## config.mk

```make
export PLATFORM = sky130hd
export DESIGN_NAME = int_ctrl
export DESIGN_NICKNAME = d
export VERILOG_FILES = /design/src/verilog/soc_bus_pkg.sv /design/src/verilog/int_ctrl.sv
export SDC_FILE = /design/constraint.sdc
export NUM_CORES = 1
export LEC_CHECK = 0
export BUFFER_PORTS_ARGS = -buffer_cell sky130_fd_sc_hd__buf_2
export CORE_ASPECT_RATIO = 0.75
export CORE_MARGIN = 4
export CORE_UTILIZATION = 23
export DETAILED_ROUTE_END_ITERATION = 6
export PLACE_DENSITY = 0.79
export SETUP_SLACK_MARGIN = 0.15
export SLEW_MARGIN = 20
export SYNTH_ARGS = -nofsm -noshare
export SYNTH_HDL_FRONTEND = slang
export SYNTH_SLANG_ARGS = --single-unit
```

## constraint.sdc

```tcl
create_clock -name clk120mhz -period 1 [get_ports clk120mhz]
set_input_delay 0.1 -clock clk120mhz [delete_from_list [all_inputs] [get_ports clk120mhz]]
set_output_delay 0.1 -clock clk120mhz [all_outputs]
set_load 0.01 [all_outputs]
```

## src/verilog/soc_bus_pkg.sv

```systemverilog
// PI1 bus definitions shared by the master side and every slave
// a word address counts ARCH_BITS/8 byte units, byte selects pick lanes
`default_nettype none

package soc_bus_pkg;

	localparam int ARCH_BITS = 32;
	// byte offset bits dropped from a byte address
	localparam int ADDR_BITS = ARCH_BITS - $clog2(ARCH_BITS / 8);

	typedef logic [ARCH_BITS-1:0] word_t;
	typedef logic [ADDR_BITS-1:0] addr_t;
	typedef logic [(ARCH_BITS/8)-1:0] sel_t;

	// bus operation
	typedef logic [1:0] pi1_op_t;

	localparam pi1_op_t PI1_NONE  = 2'd0;
	localparam pi1_op_t PI1_WRITE = 2'd1;
	localparam pi1_op_t PI1_READ  = 2'd2;
	// swap returns the old word and stores the new one
	localparam pi1_op_t PI1_SWAP  = 2'd3;

endpackage

`default_nettype wire

```

## src/verilog/int_ctrl.sv

```systemverilog
// interrupt controller with one destination, lowest enabled source index wins
// a source holds its request until its intrdy_src_o pulse; INT_SRC_COUNT is at most 32
`timescale 1ns/1ps
`default_nettype none

module int_ctrl
	import soc_bus_pkg::*;
#(
	parameter int INT_SRC_COUNT = 2
) (
	input  wire                      clk120mhz,
	input  wire                      sys_rst_i,
	input  wire                      req_i,
	input  wire pi1_op_t             op_i,
	input  wire addr_t               addr_i,
	input  wire word_t               data_i,
	input  wire sel_t                sel_i,
	input  wire [INT_SRC_COUNT-1:0]  intrqst_src_i,
	input  wire                      intrdy_i,
	output word_t                    data_o,
	output logic                     intrqst_o,
	output logic [INT_SRC_COUNT-1:0] intrdy_src_o
);

	localparam int IDX_BITS = (INT_SRC_COUNT > 1) ? $clog2(INT_SRC_COUNT) : 1;

	typedef enum logic [1:0] {IDLE, DELIVER, ACK} state_t;

	state_t                   state_q;
	logic [IDX_BITS-1:0]      cur_q;
	logic [IDX_BITS-1:0]      last_q;
	logic [IDX_BITS-1:0]      next_idx;
	logic [INT_SRC_COUNT-1:0] mask_q;
	logic [INT_SRC_COUNT-1:0] pending;
	logic                     found;
	logic                     wr;

	assign pending = intrqst_src_i & mask_q;
	assign wr      = req_i && (op_i == PI1_WRITE || op_i == PI1_SWAP);

	// scan from the top so the lowest pending index is kept
	always_comb begin
		next_idx = '0;
		found    = 1'b0;
		for (int k = INT_SRC_COUNT - 1; k >= 0; k--) begin
			if (pending[k]) begin
				next_idx = IDX_BITS'(k);
				found    = 1'b1;
			end
		end
	end

	always_ff @(posedge clk120mhz) begin
		if (sys_rst_i) begin
			state_q <= IDLE;
			last_q  <= '0;
		end else begin
			case (state_q)
				IDLE: begin
					if (found) begin
						state_q <= DELIVER;
					end
				end
				DELIVER: begin
					if (intrdy_i) begin
						last_q  <= cur_q;
						state_q <= ACK;
					end
				end
				default: state_q <= IDLE;
			endcase
		end
	end

	// source being delivered, captured while idle
	always_ff @(posedge clk120mhz) begin
		if (state_q == IDLE && found) begin
			cur_q <= next_idx;
		end
	end

	// mask write honours the byte lanes
	always_ff @(posedge clk120mhz) begin
		if (sys_rst_i) begin
			mask_q <= '1;
		end else if (wr && addr_i[1:0] == 2'd1) begin
			for (int b = 0; b < INT_SRC_COUNT; b++) begin
				if (sel_i[b / 8]) begin
					mask_q[b] <= data_i[b];
				end
			end
		end
	end

	always_ff @(posedge clk120mhz) begin
		if (req_i) begin
			case (addr_i[1:0])
				2'd0:    data_o <= word_t'(last_q);
				2'd1:    data_o <= word_t'(mask_q);
				default: data_o <= '0;
			endcase
		end
	end

	assign intrqst_o = (state_q == DELIVER);

	always_comb begin
		for (int k = 0; k < INT_SRC_COUNT; k++) begin
			intrdy_src_o[k] = (state_q == ACK) && (cur_q == IDX_BITS'(k));
		end
	end

	a_rqst_held: assert property (@(posedge clk120mhz) disable iff (sys_rst_i)
		intrqst_o && !intrdy_i |=> intrqst_o);

endmodule

`default_nettype wire

```

-- Word level (Yosys, flattened, before mapping)
Cells that the tools add are included.
- input port bits: 74
- memory bits (writable): 0
- flip-flop bits (word level): 38
- memories: 0
- memory bits (read-only): 0
- bits in latches: 0
- equal/unequal tests: 7
- multipliers: 0
- bitwise operators: 2
- $add $sub $neg: 0
- reduce and logical (&&, ||, !) cells: 11
- shifts and indexed selects: 0
- multiplexer cells: 6
- magnitude comparators: 0
- divide/modulo/power cells: 0
- operators with widths (kind ; number):
    $pmux 2 s2 ; 2
    $eq 2x1->1 const B ; 3
    $reduce_and 2->1 ; 3
    $logic_and 1x1->1 ; 5
    $eq 2x2->1 const B ; 2
    $logic_not 2->1 ; 2
    $mux 2 ; 2
    $ne 2x2->1 const B ; 2
    $and 2x2->2 ; 1
    $mux 1 ; 2
    $logic_or 1x1->1 ; 1
    $not 1->1 ; 1

-- Longest topological paths before layout
Gate-level depths: netlist (run 1).
- word-level depth: 5
- mapped depth: 3
- depth with buffers taken out: 3

-- Least setup slack after synthesis (run 1)
Ideal clock, no wire load.
- path kind: flip-flop to flip-flop
- from: register mask_q[0]
- to: register cur_q (enable)
- path buffers: 0
- setup slack: 55 ps
- library setup time: 317 ps
- arrival time: 628 ps
- data required time: 683 ps
- clock period less this slack: 945 ps
- stages on the path, launching flop included: 3
- path through: dfxtp_1 -> nand2_1 -> a211oi_2
- cells in the longest elaborated chain, start to end: 3
- RTL lines (element ; line ; text):
    from (decl) ; int_ctrl.sv:33 ; logic [INT_SRC_COUNT-1:0] mask_q;
    from (signal, indexed assignment) ; int_ctrl.sv:89 ; mask_q[b] <= data_i[b];
    $and 2x2->2 ; int_ctrl.sv:38 ; assign pending = intrqst_src_i & mask_q;
    $mux 1 ; int_ctrl.sv:46 ; if (pending[k]) begin
    $logic_and 1x1->1 ; int_ctrl.sv:77 ; if (state_q == IDLE && found) begin
    to (signal assigned) ; int_ctrl.sv:78 ; cur_q <= next_idx;
    to (decl) ; int_ctrl.sv:30 ; logic [IDX_BITS-1:0] cur_q;
Every way passes these cells.
A chain may end at the register's enable or synchronous reset.

-- Final worst setup path (run 1)
- from: register cur_q
- to: output port intrdy_src_o[1]
- cells in the longest elaborated chain, start to end: 1
- RTL lines (element ; line ; text):
    $logic_and 1x1->1 ; int_ctrl.sv:109 ; intrdy_src_o[k] = (state_q == ACK) && (cur_q == IDX_BITS'(k));
    to (decl) ; int_ctrl.sv:22 ; output logic [INT_SRC_COUNT-1:0] intrdy_src_o
Every way passes these cells.

==> results of run 1 <==
path summary, 6_finish.rpt:
path                                  end  depth (start not counted)
setup / recovery          intrdy_src_o[1]                          2
hold / removal    state_q[1]$_SDFFE_PP0P_                          2
setup reg to reg      cur_q$_SDFFCE_PP0P_                          2
hold reg to reg    mask_q[1]$_SDFFE_PP1P_                          2
flip-flops by register name, summed over array words and instances (netlist names):
name	count
cur_q	1
data_o	2
last_q	1
mask_q	2
state_q	2
cells in the mapped netlist:
cell type / n
inv_1: 1
a31oi_1: 2
a21oi_1: 1
nor2_1: 3
conb_1: 1
edfxtp_1: 3
nand2_1: 4
buf_4: 30
nor2b_1: 1
and4b_1: 1
o21ai_0: 2
dfxtp_1: 5
nand3b_1: 1
nor3b_1: 1
mux2i_1: 2
and3b_1: 2
nor2b_2: 1
nand4b_1: 1
o21ba_1: 1
a211oi_2: 1
cell families (layout without fill, tap and decap cells):
family	count (synthesis)	count (layout)	synth area share
multiplexers	2	2	0.0342
flip-flops	8	8	0.325
other	1	30	0.00640
AND/OR/NAND/NOR	15	15	0.158
AO/OA/AOI/OAI	7	7	0.0855
buffers and inverters	31	27	0.391
through the flow:
| step | power, mW | instances | util | hold slack [ns] | TNS (ns) |
|---|---|---|---|---|---|
| after global routing | 0.904 | 123 | 0.307 | 0.0520 | -0.310 |
| final | 0.851 | 123 | 0.307 | 0.0558 | -0.186 |
| after detailed placement | 0.533 | 114 | 0.257 | 0.327 | 0 |
| after floorplan | 0.569 | 93 | - | 0.172 | 0 |
| after CTS | 0.836 | 122 | 0.294 | 0.0482 | -0.195 |
| after global placement | 0.528 | 114 | 0.257 | 0.324 | 0 |
power groups by stage:
| stage | registers [mW] | logic [mW] | clock network, mW |
|---|---|---|---|
| after floorplan | 0.383 | 0.187 | 0 |
| after global placement | 0.382 | 0.147 | 0 |
| after detailed placement | 0.383 | 0.151 | 0 |
| after CTS | 0.375 | 0.188 | 0.274 |
| after global routing | 0.380 | 0.229 | 0.295 |
| final | 0.377 | 0.209 | 0.265 |
timing repair:
| action | CTS | global route |
|---|---|---|
| endpoints found under the setup margin | 9 | 10 |
| pin swaps | 5 | 3 |
| resized for setup | 9 | 6 |
| buffers inserted | 4 | 1 |
area by class of cell:
type,instances,area (sq um),share of cell area
clock buffers,4,26.3,0.0362
repair buffers,22,153,0.210
inverters,1,3.75,0.00517
well taps,34,42.5,0.0586
flip-flops and latches,8,200,0.276
multi-input cells,54,300,0.414
layer usage:
| layer | track usage | wire length [um] |
|---|---|---|
| met1 | 0.0602 | 367 |
| met5 | 0 | 0 |
| met4 | 0.0405 | 0 |
| met3 | 0.0238 | 149 |
| met2 | 0.0857 | 536 |
==> impl_results.md, run 1 <==
- Placed Area: a little over 600 sq um
- P_sw: 242 uW
- Area contributors post-synth: buf_4 38%, dfxtp_1 17%, edfxtp_1 15%
- Gate power share: 0.246
- CP delay by family, top: flip-flops
- Arr. time, crit path: between 0.9 and 1 ns
- WP buf/inv: 1
- Seq/Total Area, Yosys: 0.325
- WS Path Type: register to primary output
- Final Hold Viols: 0
- Reg2reg start: state_q[0]$_SDFFE_PP0P_
- Gpl congestion: between 0.6 and 0.7
- Layout cell share with drive strength beyond 1: 0.393
- Number of I/O port buffers: 16
- Total global-route track usage: 0.0554
- Number of global-route vias before repair: between 300 and 400
- Vias/cell: between 3 and 4
- DR iter-0 viols: 3
- Cell count after synthesis: between 60 and 70
- Largest area contributor in the netlist: buf_4
- Most frequent cells in the layout: 30 x conb_1, 14 x buf_2, 6 x buf_6, 3 x clkbuf_4, 3 x edfxtp_1
- DR vias: 419
- WL/cell: around 8.6 um
- Post-CTS Hold Buffers: 0
- Crit share post-route: 1.09
- Critical Path, Cell by Cell: and3b_1, buf_2
- Initial antenna violation count: 0
- Status: finished with violations
- P_int: just over 600 uW
- Post-synthesis to final-layout area growth: 23.9%
- Dpl ws: around 0.029 ns
- LEAKAGE: between 0.3 and 0.4 nW
- Detailed Place HPWL: about 880 um
- Fin area: roughly 730 sq um
- Antenna fix cells: 0
- Max stage delay on crit path: around 0.41 ns
- Pre-Repair DR Iteration Count: 4
- Synth Warn #: 0
- Final ANT Viol Nets: 0
- First-pass GRT wire length: roughly 1400 um
- Commonest non-fill, non-tap cell in the layout: conb_1
- Rows: 15
- Fillers: ~260
- Mapped Avg Cell Area: between 9 and 10 sq um
- Residual DRC count: 0
- Worst Clk Skew: roughly 0.0089 ns
- CP Launch Point: cur_q$_SDFFCE_PP0P_
- Clk buf depth: 2
- Cell area after synthesis: ~590 sq um
- Netlist cell types: 20
- Root Buffer: clkbuf_4
- Final Setup Violations: 3
- Sw Share: 0.284
- H-tree depth: 1
- Largest net degree at the start of global routing: 6
- Seq pwr share: 0.443
- Routed WL: 1050 um
- Worst R2R Setup Slack: -0.01 ns
- Critical Path Fanout Max: 3
- RSZ-0062 raised after global routing: true
- Crit start category: register
- Post-layout minimum cycle time: approximately 1.1 ns
- Boundary Pins: approximately 110
- Maximum VDD drop: around 0.21 mV
- Grt total ovfl: 0
- Max Fclk: between 900 and 1000 MHz
- Hold/Removal Path Class: primary input to register
- CP max-delay cell: edfxtp_1
- Maxcap violations: 0
- Worst skew pair latency: approximately 0.25 ns
- Worst-path clk slew: approximately 0.050 ns
- Final nets: 164
- Clock power frac: 0.311
- Final WS setup: -0.0897 ns
- Slew Limit Fails: 0
- Pwr/cell area: around 1200 mW/mm^2
- Die area: 0.00343 sq mm
- CTS tree: built
- Die Y: 51.7 um
- Failing checks: setup timing
- Clock Sinks: 8
- Critical Path RT: ~0.90 ns
- Hold Path Origin: sys_rst_i
- Crit end category: primary output
- Core Area: roughly 0.0024 sq mm
- Num CTS Buffers: 3
- Yosys reg bits: 8
- DIE WIDTH: around 66 um
- Top cell type's share of synthesized area: 0.385
- Initial Util: 0.248
Note: power is estimated with default switching activity, not from simulation.
==> run 2, diff against run 1 <==
--- a/config.mk
+++ b/config.mk
@@ -6,7 +6,6 @@
 export NUM_CORES = 1
 export LEC_CHECK = 0
 export BUFFER_PORTS_ARGS = -buffer_cell sky130_fd_sc_hd__buf_2
-export CORE_ASPECT_RATIO = 0.75
 export CORE_MARGIN = 4
 export CORE_UTILIZATION = 23
 export DETAILED_ROUTE_END_ITERATION = 6
==> run 2 against run 1 <==
The run still ends with setup timing left. Sequential cell count unchanged. Final cell count decreased by 4.9%. Maximum frequency increased by 1.9%. First-iteration DRC count increased to 8.0 times the previous value. Largest power group unchanged. Highest routed layer unchanged.
==> impl_results.md, run 2 (same netlist as run 1, synthesis figures left out) <==
- H-tree depth: 1 (unchanged)
- Util after Layout: 0.287 (-0.0199)
- Area of the multi-input gates: 313 sq um (+4.2%)
- Routed WL: 1060 um (+0.76%)
- RSZ-0062 raised after global routing: true
- Crit start category: register
- Initial Util: 0.239 (-0.00909)
- Max Used Layer: met3
- Layout cell share with drive strength beyond 1: 0.391 (-0.00245)
- Final Hold Viols: 0 (unchanged)
- Fillers: 265 (+2.7%)
- DR iter-0 viols: 24 (+21)
- Num CTS Buffers: 3 (unchanged)
- WL met3: 239 um (+60%)
- WL/cell: 9.07 um (+5.9%)
- Reg-to-reg endpoint: cur_q$_SDFFCE_PP0P_
- DR vias: 417 (-0.48%)
- Register Area: 200 sq um (unchanged)
- Worst skew pair latency: 0.25 ns (about the same)
- Worst-case reg-to-reg path depth: 2 (unchanged)
- Crit share post-route: 1.07 (-0.0206)
- Pre-Repair DR Iteration Count: 2 (-2)
- Number of global-route vias before repair: 347 (-4.1%)
- Number of I/O port buffers: 16 (unchanged)
- DIE WIDTH: 58.5 um (-12%)
- Failing checks: setup timing
- Hold Path Origin: sys_rst_i
- Detailed Place HPWL: 804 um (-9.0%)
- Final ANT Viol Nets: 0 (unchanged)
- Arr. time, crit path: 0.97 ns (-0.02 ns)
- Fin cells: 117 (-4.9%)
- Residual DRC count: 0 (unchanged)
- Final Setup Violations: 2 (-1)
- Commonest non-fill, non-tap cell in the layout: conb_1
- Root Buffer: clkbuf_4
- Antenna fix cells: 0 (unchanged)
- Maxcap violations: 0 (unchanged)
- Maximum VDD drop: 0.427 mV (+100%)
- Initial antenna violation count: 0 (unchanged)
- Grt total ovfl: 0 (unchanged)
- Vias/cell: 3.56 (+4.6%)
- Critical Path Fanout Max: 3 (unchanged)
- Worst Hold End: state_q[1]$_SDFFE_PP0P_
- Boundary Pins: 109 (unchanged)
- Worst Clk Skew: 0.00407 ns (-0.00479 ns)
- Core Area: 0.00245 sq mm (+3.8%)
- Hold/Removal Path Class: primary input to register
- Most frequent cells in the layout: 30 x conb_1, 15 x buf_2, 3 x clkbuf_4, 3 x edfxtp_1, 3 x buf_6
- Worst R2R Setup Slack: 0.03 ns (+0.04 ns)
- Slew Limit Fails: 0 (unchanged)
- Dpl cells: 110 (-3.5%)
- M1 WL: 315 um (-14%)
- Crit end category: primary output
- Met2 wire len: 506 um (-5.6%)
- Clk buf depth: 2 (unchanged)
- Dpl ws: 0.0285 ns (-0.000646 ns)
- WHS Path Cells: 2 (unchanged)
- Total global-route track usage: 0.0542 (-0.00119)
- Post-layout minimum cycle time: 1.07 ns (-0.0206 ns)
- Largest net degree at the start of global routing: 6 (unchanged)
- LEAKAGE: 0.367 nW (-2.7%)
- Die area: 0.00342 sq mm (-0.24%)
- CTS tree: built
- Max Fclk: 935 MHz (+1.9%)
- WS Path Type: register to primary output
- Largest regs: data_o: 2 flops, mask_q: 2 flops, state_q: 2 flops
- Post-synthesis to final-layout area growth: 20.3%
- Gpl congestion: 0.809 (+17%)
- Reg2reg start: mask_q[0]$_SDFFE_PP1P_
- Rows: 18 (+3)
- Final WS setup: -0.0691 ns (+0.0206 ns)
- First-pass GRT wire length: 1400 um (-0.99%)
- Die Y: 58.5 um (+13%)
- Status: finished with violations
- Final nets: 162 (-1.2%)
- Worst-path clk slew: 0.05 ns (about the same)
- Pwr/cell area: 1180 mW/mm^2 (+0.92%)
- Clock Sinks: 8 (unchanged)
- Critical Path RT: 0.90 ns (about the same)
-- run 2: what timing repair did --
item	CTS	global route
gates resized for setup	9	6
setup endpoints to repair	9	10
setup buffers	3	0
pin swaps	3	3
hold buffers	0	0
-- run 2: metal layers --
| metal | global-route usage | up-vias |
|---|---|---|
| met5 | 0 | - |
| met4 | 0.0298 | 0 |
| met3 | 0.0197 | 0 |
| met2 | 0.0957 | 38 |
| met1 | 0.0547 | 181 |
| li1 | - | 198 |
-- run 2: cell type report --
type,instances,share of cell area
multi-input combinational,54,0.444
sequential,8,0.284
timing repair buffer,20,0.176
tap,30,0.0533
clock buffer,4,0.0373
inverter,1,0.00533
-- run 2: through the flow --
step | setup TNS (ns) | hold slack [ns] | total power, mW | instance area [sq um]
final | -0.129 | 0.0892 | 0.834 | 704
after global routing | -0.209 | 0.0950 | 0.881 | 704
after CTS | -0.166 | 0.0589 | 0.834 | 682
after detailed placement | 0 | 0.336 | 0.533 | 603
after global placement | 0 | 0.333 | 0.531 | 603
after floorplan | 0 | 0.172 | 0.569 | 703
-- run 2: power by group --
| part | switching [mW] | total (mW) | internal (mW) |
|---|---|---|---|
| sequential | 0.0172 | 0.377 | 0.360 |
| clock | 0.104 | 0.256 | 0.152 |
| combinational | 0.115 | 0.200 | 0.0856 |
-- run 2: how the worst max path moves through the flow --
stage	from	endpoint	slack, ns	cells after the start
global placement	mask_q[1]$_SDFFE_PP1P_	cur_q$_SDFFCE_PP0P_	0.05	2
finish	cur_q$_SDFFCE_PP0P_	intrdy_src_o[1]	-0.07	2
CTS	cur_q$_SDFFCE_PP0P_	intrdy_src_o[0]	-0.09	2
floorplan	mask_q[1]$_SDFFE_PP1P_	cur_q$_SDFFCE_PP0P_	0.09	2
detailed placement	mask_q[1]$_SDFFE_PP1P_	cur_q$_SDFFCE_PP0P_	0.03	2
global route	cur_q$_SDFFCE_PP0P_	intrdy_src_o[1]	-0.10	2
-- run 2: critical path, stage by stage (launching register included) --
cell and delay (ns):
edfxtp_1 0.42, and3b_1 0.18, buf_2 0.13
==> run 3, diff against run 2 <==
--- a/config.mk
+++ b/config.mk
@@ -10,7 +10,7 @@
 export CORE_UTILIZATION = 23
 export DETAILED_ROUTE_END_ITERATION = 6
 export PLACE_DENSITY = 0.79
-export SETUP_SLACK_MARGIN = 0.15
+export SETUP_SLACK_MARGIN = 0.1
 export SLEW_MARGIN = 20
 export SYNTH_ARGS = -nofsm -noshare
 export SYNTH_HDL_FRONTEND = slang
==> run 3 against run 2 <==
The flow still finishes with violations (setup timing). Register-to-register slack about the same. Core utilization shrank 0.66 points. Clock power is essentially flat. Global-route usage is 0.46 points lower. Die area unchanged. Largest power group unchanged. Highest routed layer unchanged.
==> impl_results.md, run 3 (same netlist as run 1, synthesis figures left out) <==
- Clock Sinks: 8 (unchanged)
- Largest regs: data_o: 2 flops, mask_q: 2 flops, state_q: 2 flops
- Arr. time, crit path: 0.98 ns (about the same)
- DR iter-0 viols: 11 (-54%)
- Die Y: 58.5 um (unchanged)
- Post-CTS Hold Buffers: 0 (unchanged)
- Final nets: 161 (-0.62%)
- Die area: 0.00342 sq mm (unchanged)
- Commonest non-fill, non-tap cell in the layout: conb_1
- Final Setup Violations: 2 (unchanged)
- Root Buffer: clkbuf_4
- Grt total ovfl: 0 (unchanged)
- Largest net degree at the start of global routing: 6 (unchanged)
- Max Fclk: 928 MHz (-0.74%)
- Pwr/cell area: 1190 mW/mm^2 (+0.50%)
- Failing checks: setup timing
- Worst-path clk slew: 0.05 ns (about the same)
- Maxcap violations: 0 (unchanged)
- LEAKAGE: 0.363 nW (-1.2%)
- Number of global-route vias before repair: 328 (-5.5%)
- Vias/cell: 3.49 (-2.0%)
- Crit share post-route: 1.08 (+0.00800)
- First-pass GRT wire length: 1270 um (-9.4%)
- Fin area: 688 sq um (-2.3%)
- Status: finished with violations
- Post-synthesis to final-layout area growth: 17.5%
- Most frequent cells in the layout: 30 x conb_1, 15 x buf_2
- WS Path Type: register to primary output
- Routed WL: 986 um (-7.1%)
- Gpl congestion: 0.792 (-2.2%)
- Layout cell share with drive strength beyond 1: 0.360 (-0.0303)
- Worst skew pair latency: 0.25 ns (about the same)
- Placed Area: 598 sq um (-0.83%)
- Critical Path Fanout Max: 3 (unchanged)
- CTS tree: built
- Total global-route track usage: 0.0495 (-0.00462)
- Post-layout minimum cycle time: 1.08 ns (+0.00800 ns)
- Slew Limit Fails: 0 (unchanged)
- H-tree depth: 1 (unchanged)
- Initial Util: 0.239 (unchanged)
- Worst Clk Skew: 0.00661 ns (+0.00254 ns)
- Boundary Pins: 109 (unchanged)
- RSZ-0062 raised after global routing: true
- DR vias: 405 (-2.9%)
- Hold/Removal Path Class: primary input to register
- Rows: 18 (unchanged)
- Final ANT Viol Nets: 0 (unchanged)
- Clk buf depth: 2 (unchanged)
- Num CTS Buffers: 3 (unchanged)
- Dpl ws: 0.0363 ns (+0.00782 ns)
- Critical Path RT: 0.90 ns (about the same)
- Core Area: 0.00245 sq mm (unchanged)
- Antenna fix cells: 0 (unchanged)
- Final WS setup: -0.0771 ns (-0.00800 ns)
- Pre-Repair DR Iteration Count: 2 (unchanged)
- Final Hold Viols: 0 (unchanged)
- Detailed Place HPWL: 776 um (-3.5%)
- Number of I/O port buffers: 16 (unchanged)
- Crit start category: register
- DIE WIDTH: 58.5 um (unchanged)
- Residual DRC count: 0 (unchanged)
- Initial antenna violation count: 0 (unchanged)
- Crit end category: primary output
- Maximum VDD drop: 0.568 mV (+33%)
- WL/cell: 8.50 um (-6.3%)
run 3: cell count changes in the layout (fill, tap and decap cells not counted):
cell	change
nand2_2	-2
nor2_1	+1
nand2_4	+1
buf_6	-1
nand2_1	+1
nor2_4	-1
run 3: through the flow:
stage / TNS (ns) / utilization / std cells / total power [mW] / hold WS [ns]
2_1_floorplan: 0 / - / 93 / 0.565 / 0.172
3_3_place_gp: 0 / 0.244 / 110 / 0.526 / 0.331
3_5_place_dp: 0 / 0.244 / 110 / 0.529 / 0.336
4_1_cts: -0.157 / 0.264 / 116 / 0.812 / 0.0675
5_1_grt: -0.264 / 0.280 / 116 / 0.873 / 0.0736
6_report: -0.153 / 0.280 / 116 / 0.818 / 0.0800
run 3: path summary, 6_finish.rpt:
path / from / endpoint / slack, ns / cells after the start
setup / recovery: cur_q$_SDFFCE_PP0P_ / intrdy_src_o[1] / -0.08 / 2
hold reg to reg: last_q$_SDFFE_PP0P_ / last_q$_SDFFE_PP0P_ / 0.50 / 2
hold / removal: sys_rst_i / state_q[1]$_SDFFE_PP0P_ / 0.08 / 2
setup reg to reg: mask_q[1]$_SDFFE_PP1P_ / cur_q$_SDFFCE_PP0P_ / 0.03 / 2
run 3: metal layers:
layer | global-route usage | wire, um | up-vias
met2 | 0.0829 | 434 | 39
met3 | 0.0154 | 223 | 0
li1 | - | - | 196
met1 | 0.0505 | 329 | 170
met5 | 0 | 0 | -
met4 | 0.0397 | 0 | 0
run 3: report_power, final:
part / leakage [nW] / switching, mW / internal, mW
Clock: 0.0150 / 0.101 / 0.152
Sequential: 0.0718 / 0.0163 / 0.360
Combinational: 0.276 / 0.109 / 0.0797
Total: 0.363 / 0.226 / 0.592
run 3: worst max-delay path: stages (launching register included):
cell and delay [ns]:
edfxtp_1 0.41, and3b_1 0.19, buf_2 0.13
run 3: what timing repair did:
| action | in CTS | in global routing |
|---|---|---|
| endpoints found under the setup margin | 5 | 7 |
| setup buffers | 2 | 0 |
| pin swaps | 3 | 5 |
| gates resized for setup | 3 | 10 |
| gates cloned | 0 | 0 |
run 3: final cells by class:
type	count	area, sq um
Inverter	1	3.75
Clock buffer	4	26.3
Fill cell	272	1770
Multi-Input combinational cell	54	308
Sequential cell	8	200
Timing Repair Buffer	19	113
Tap cell	30	37.5
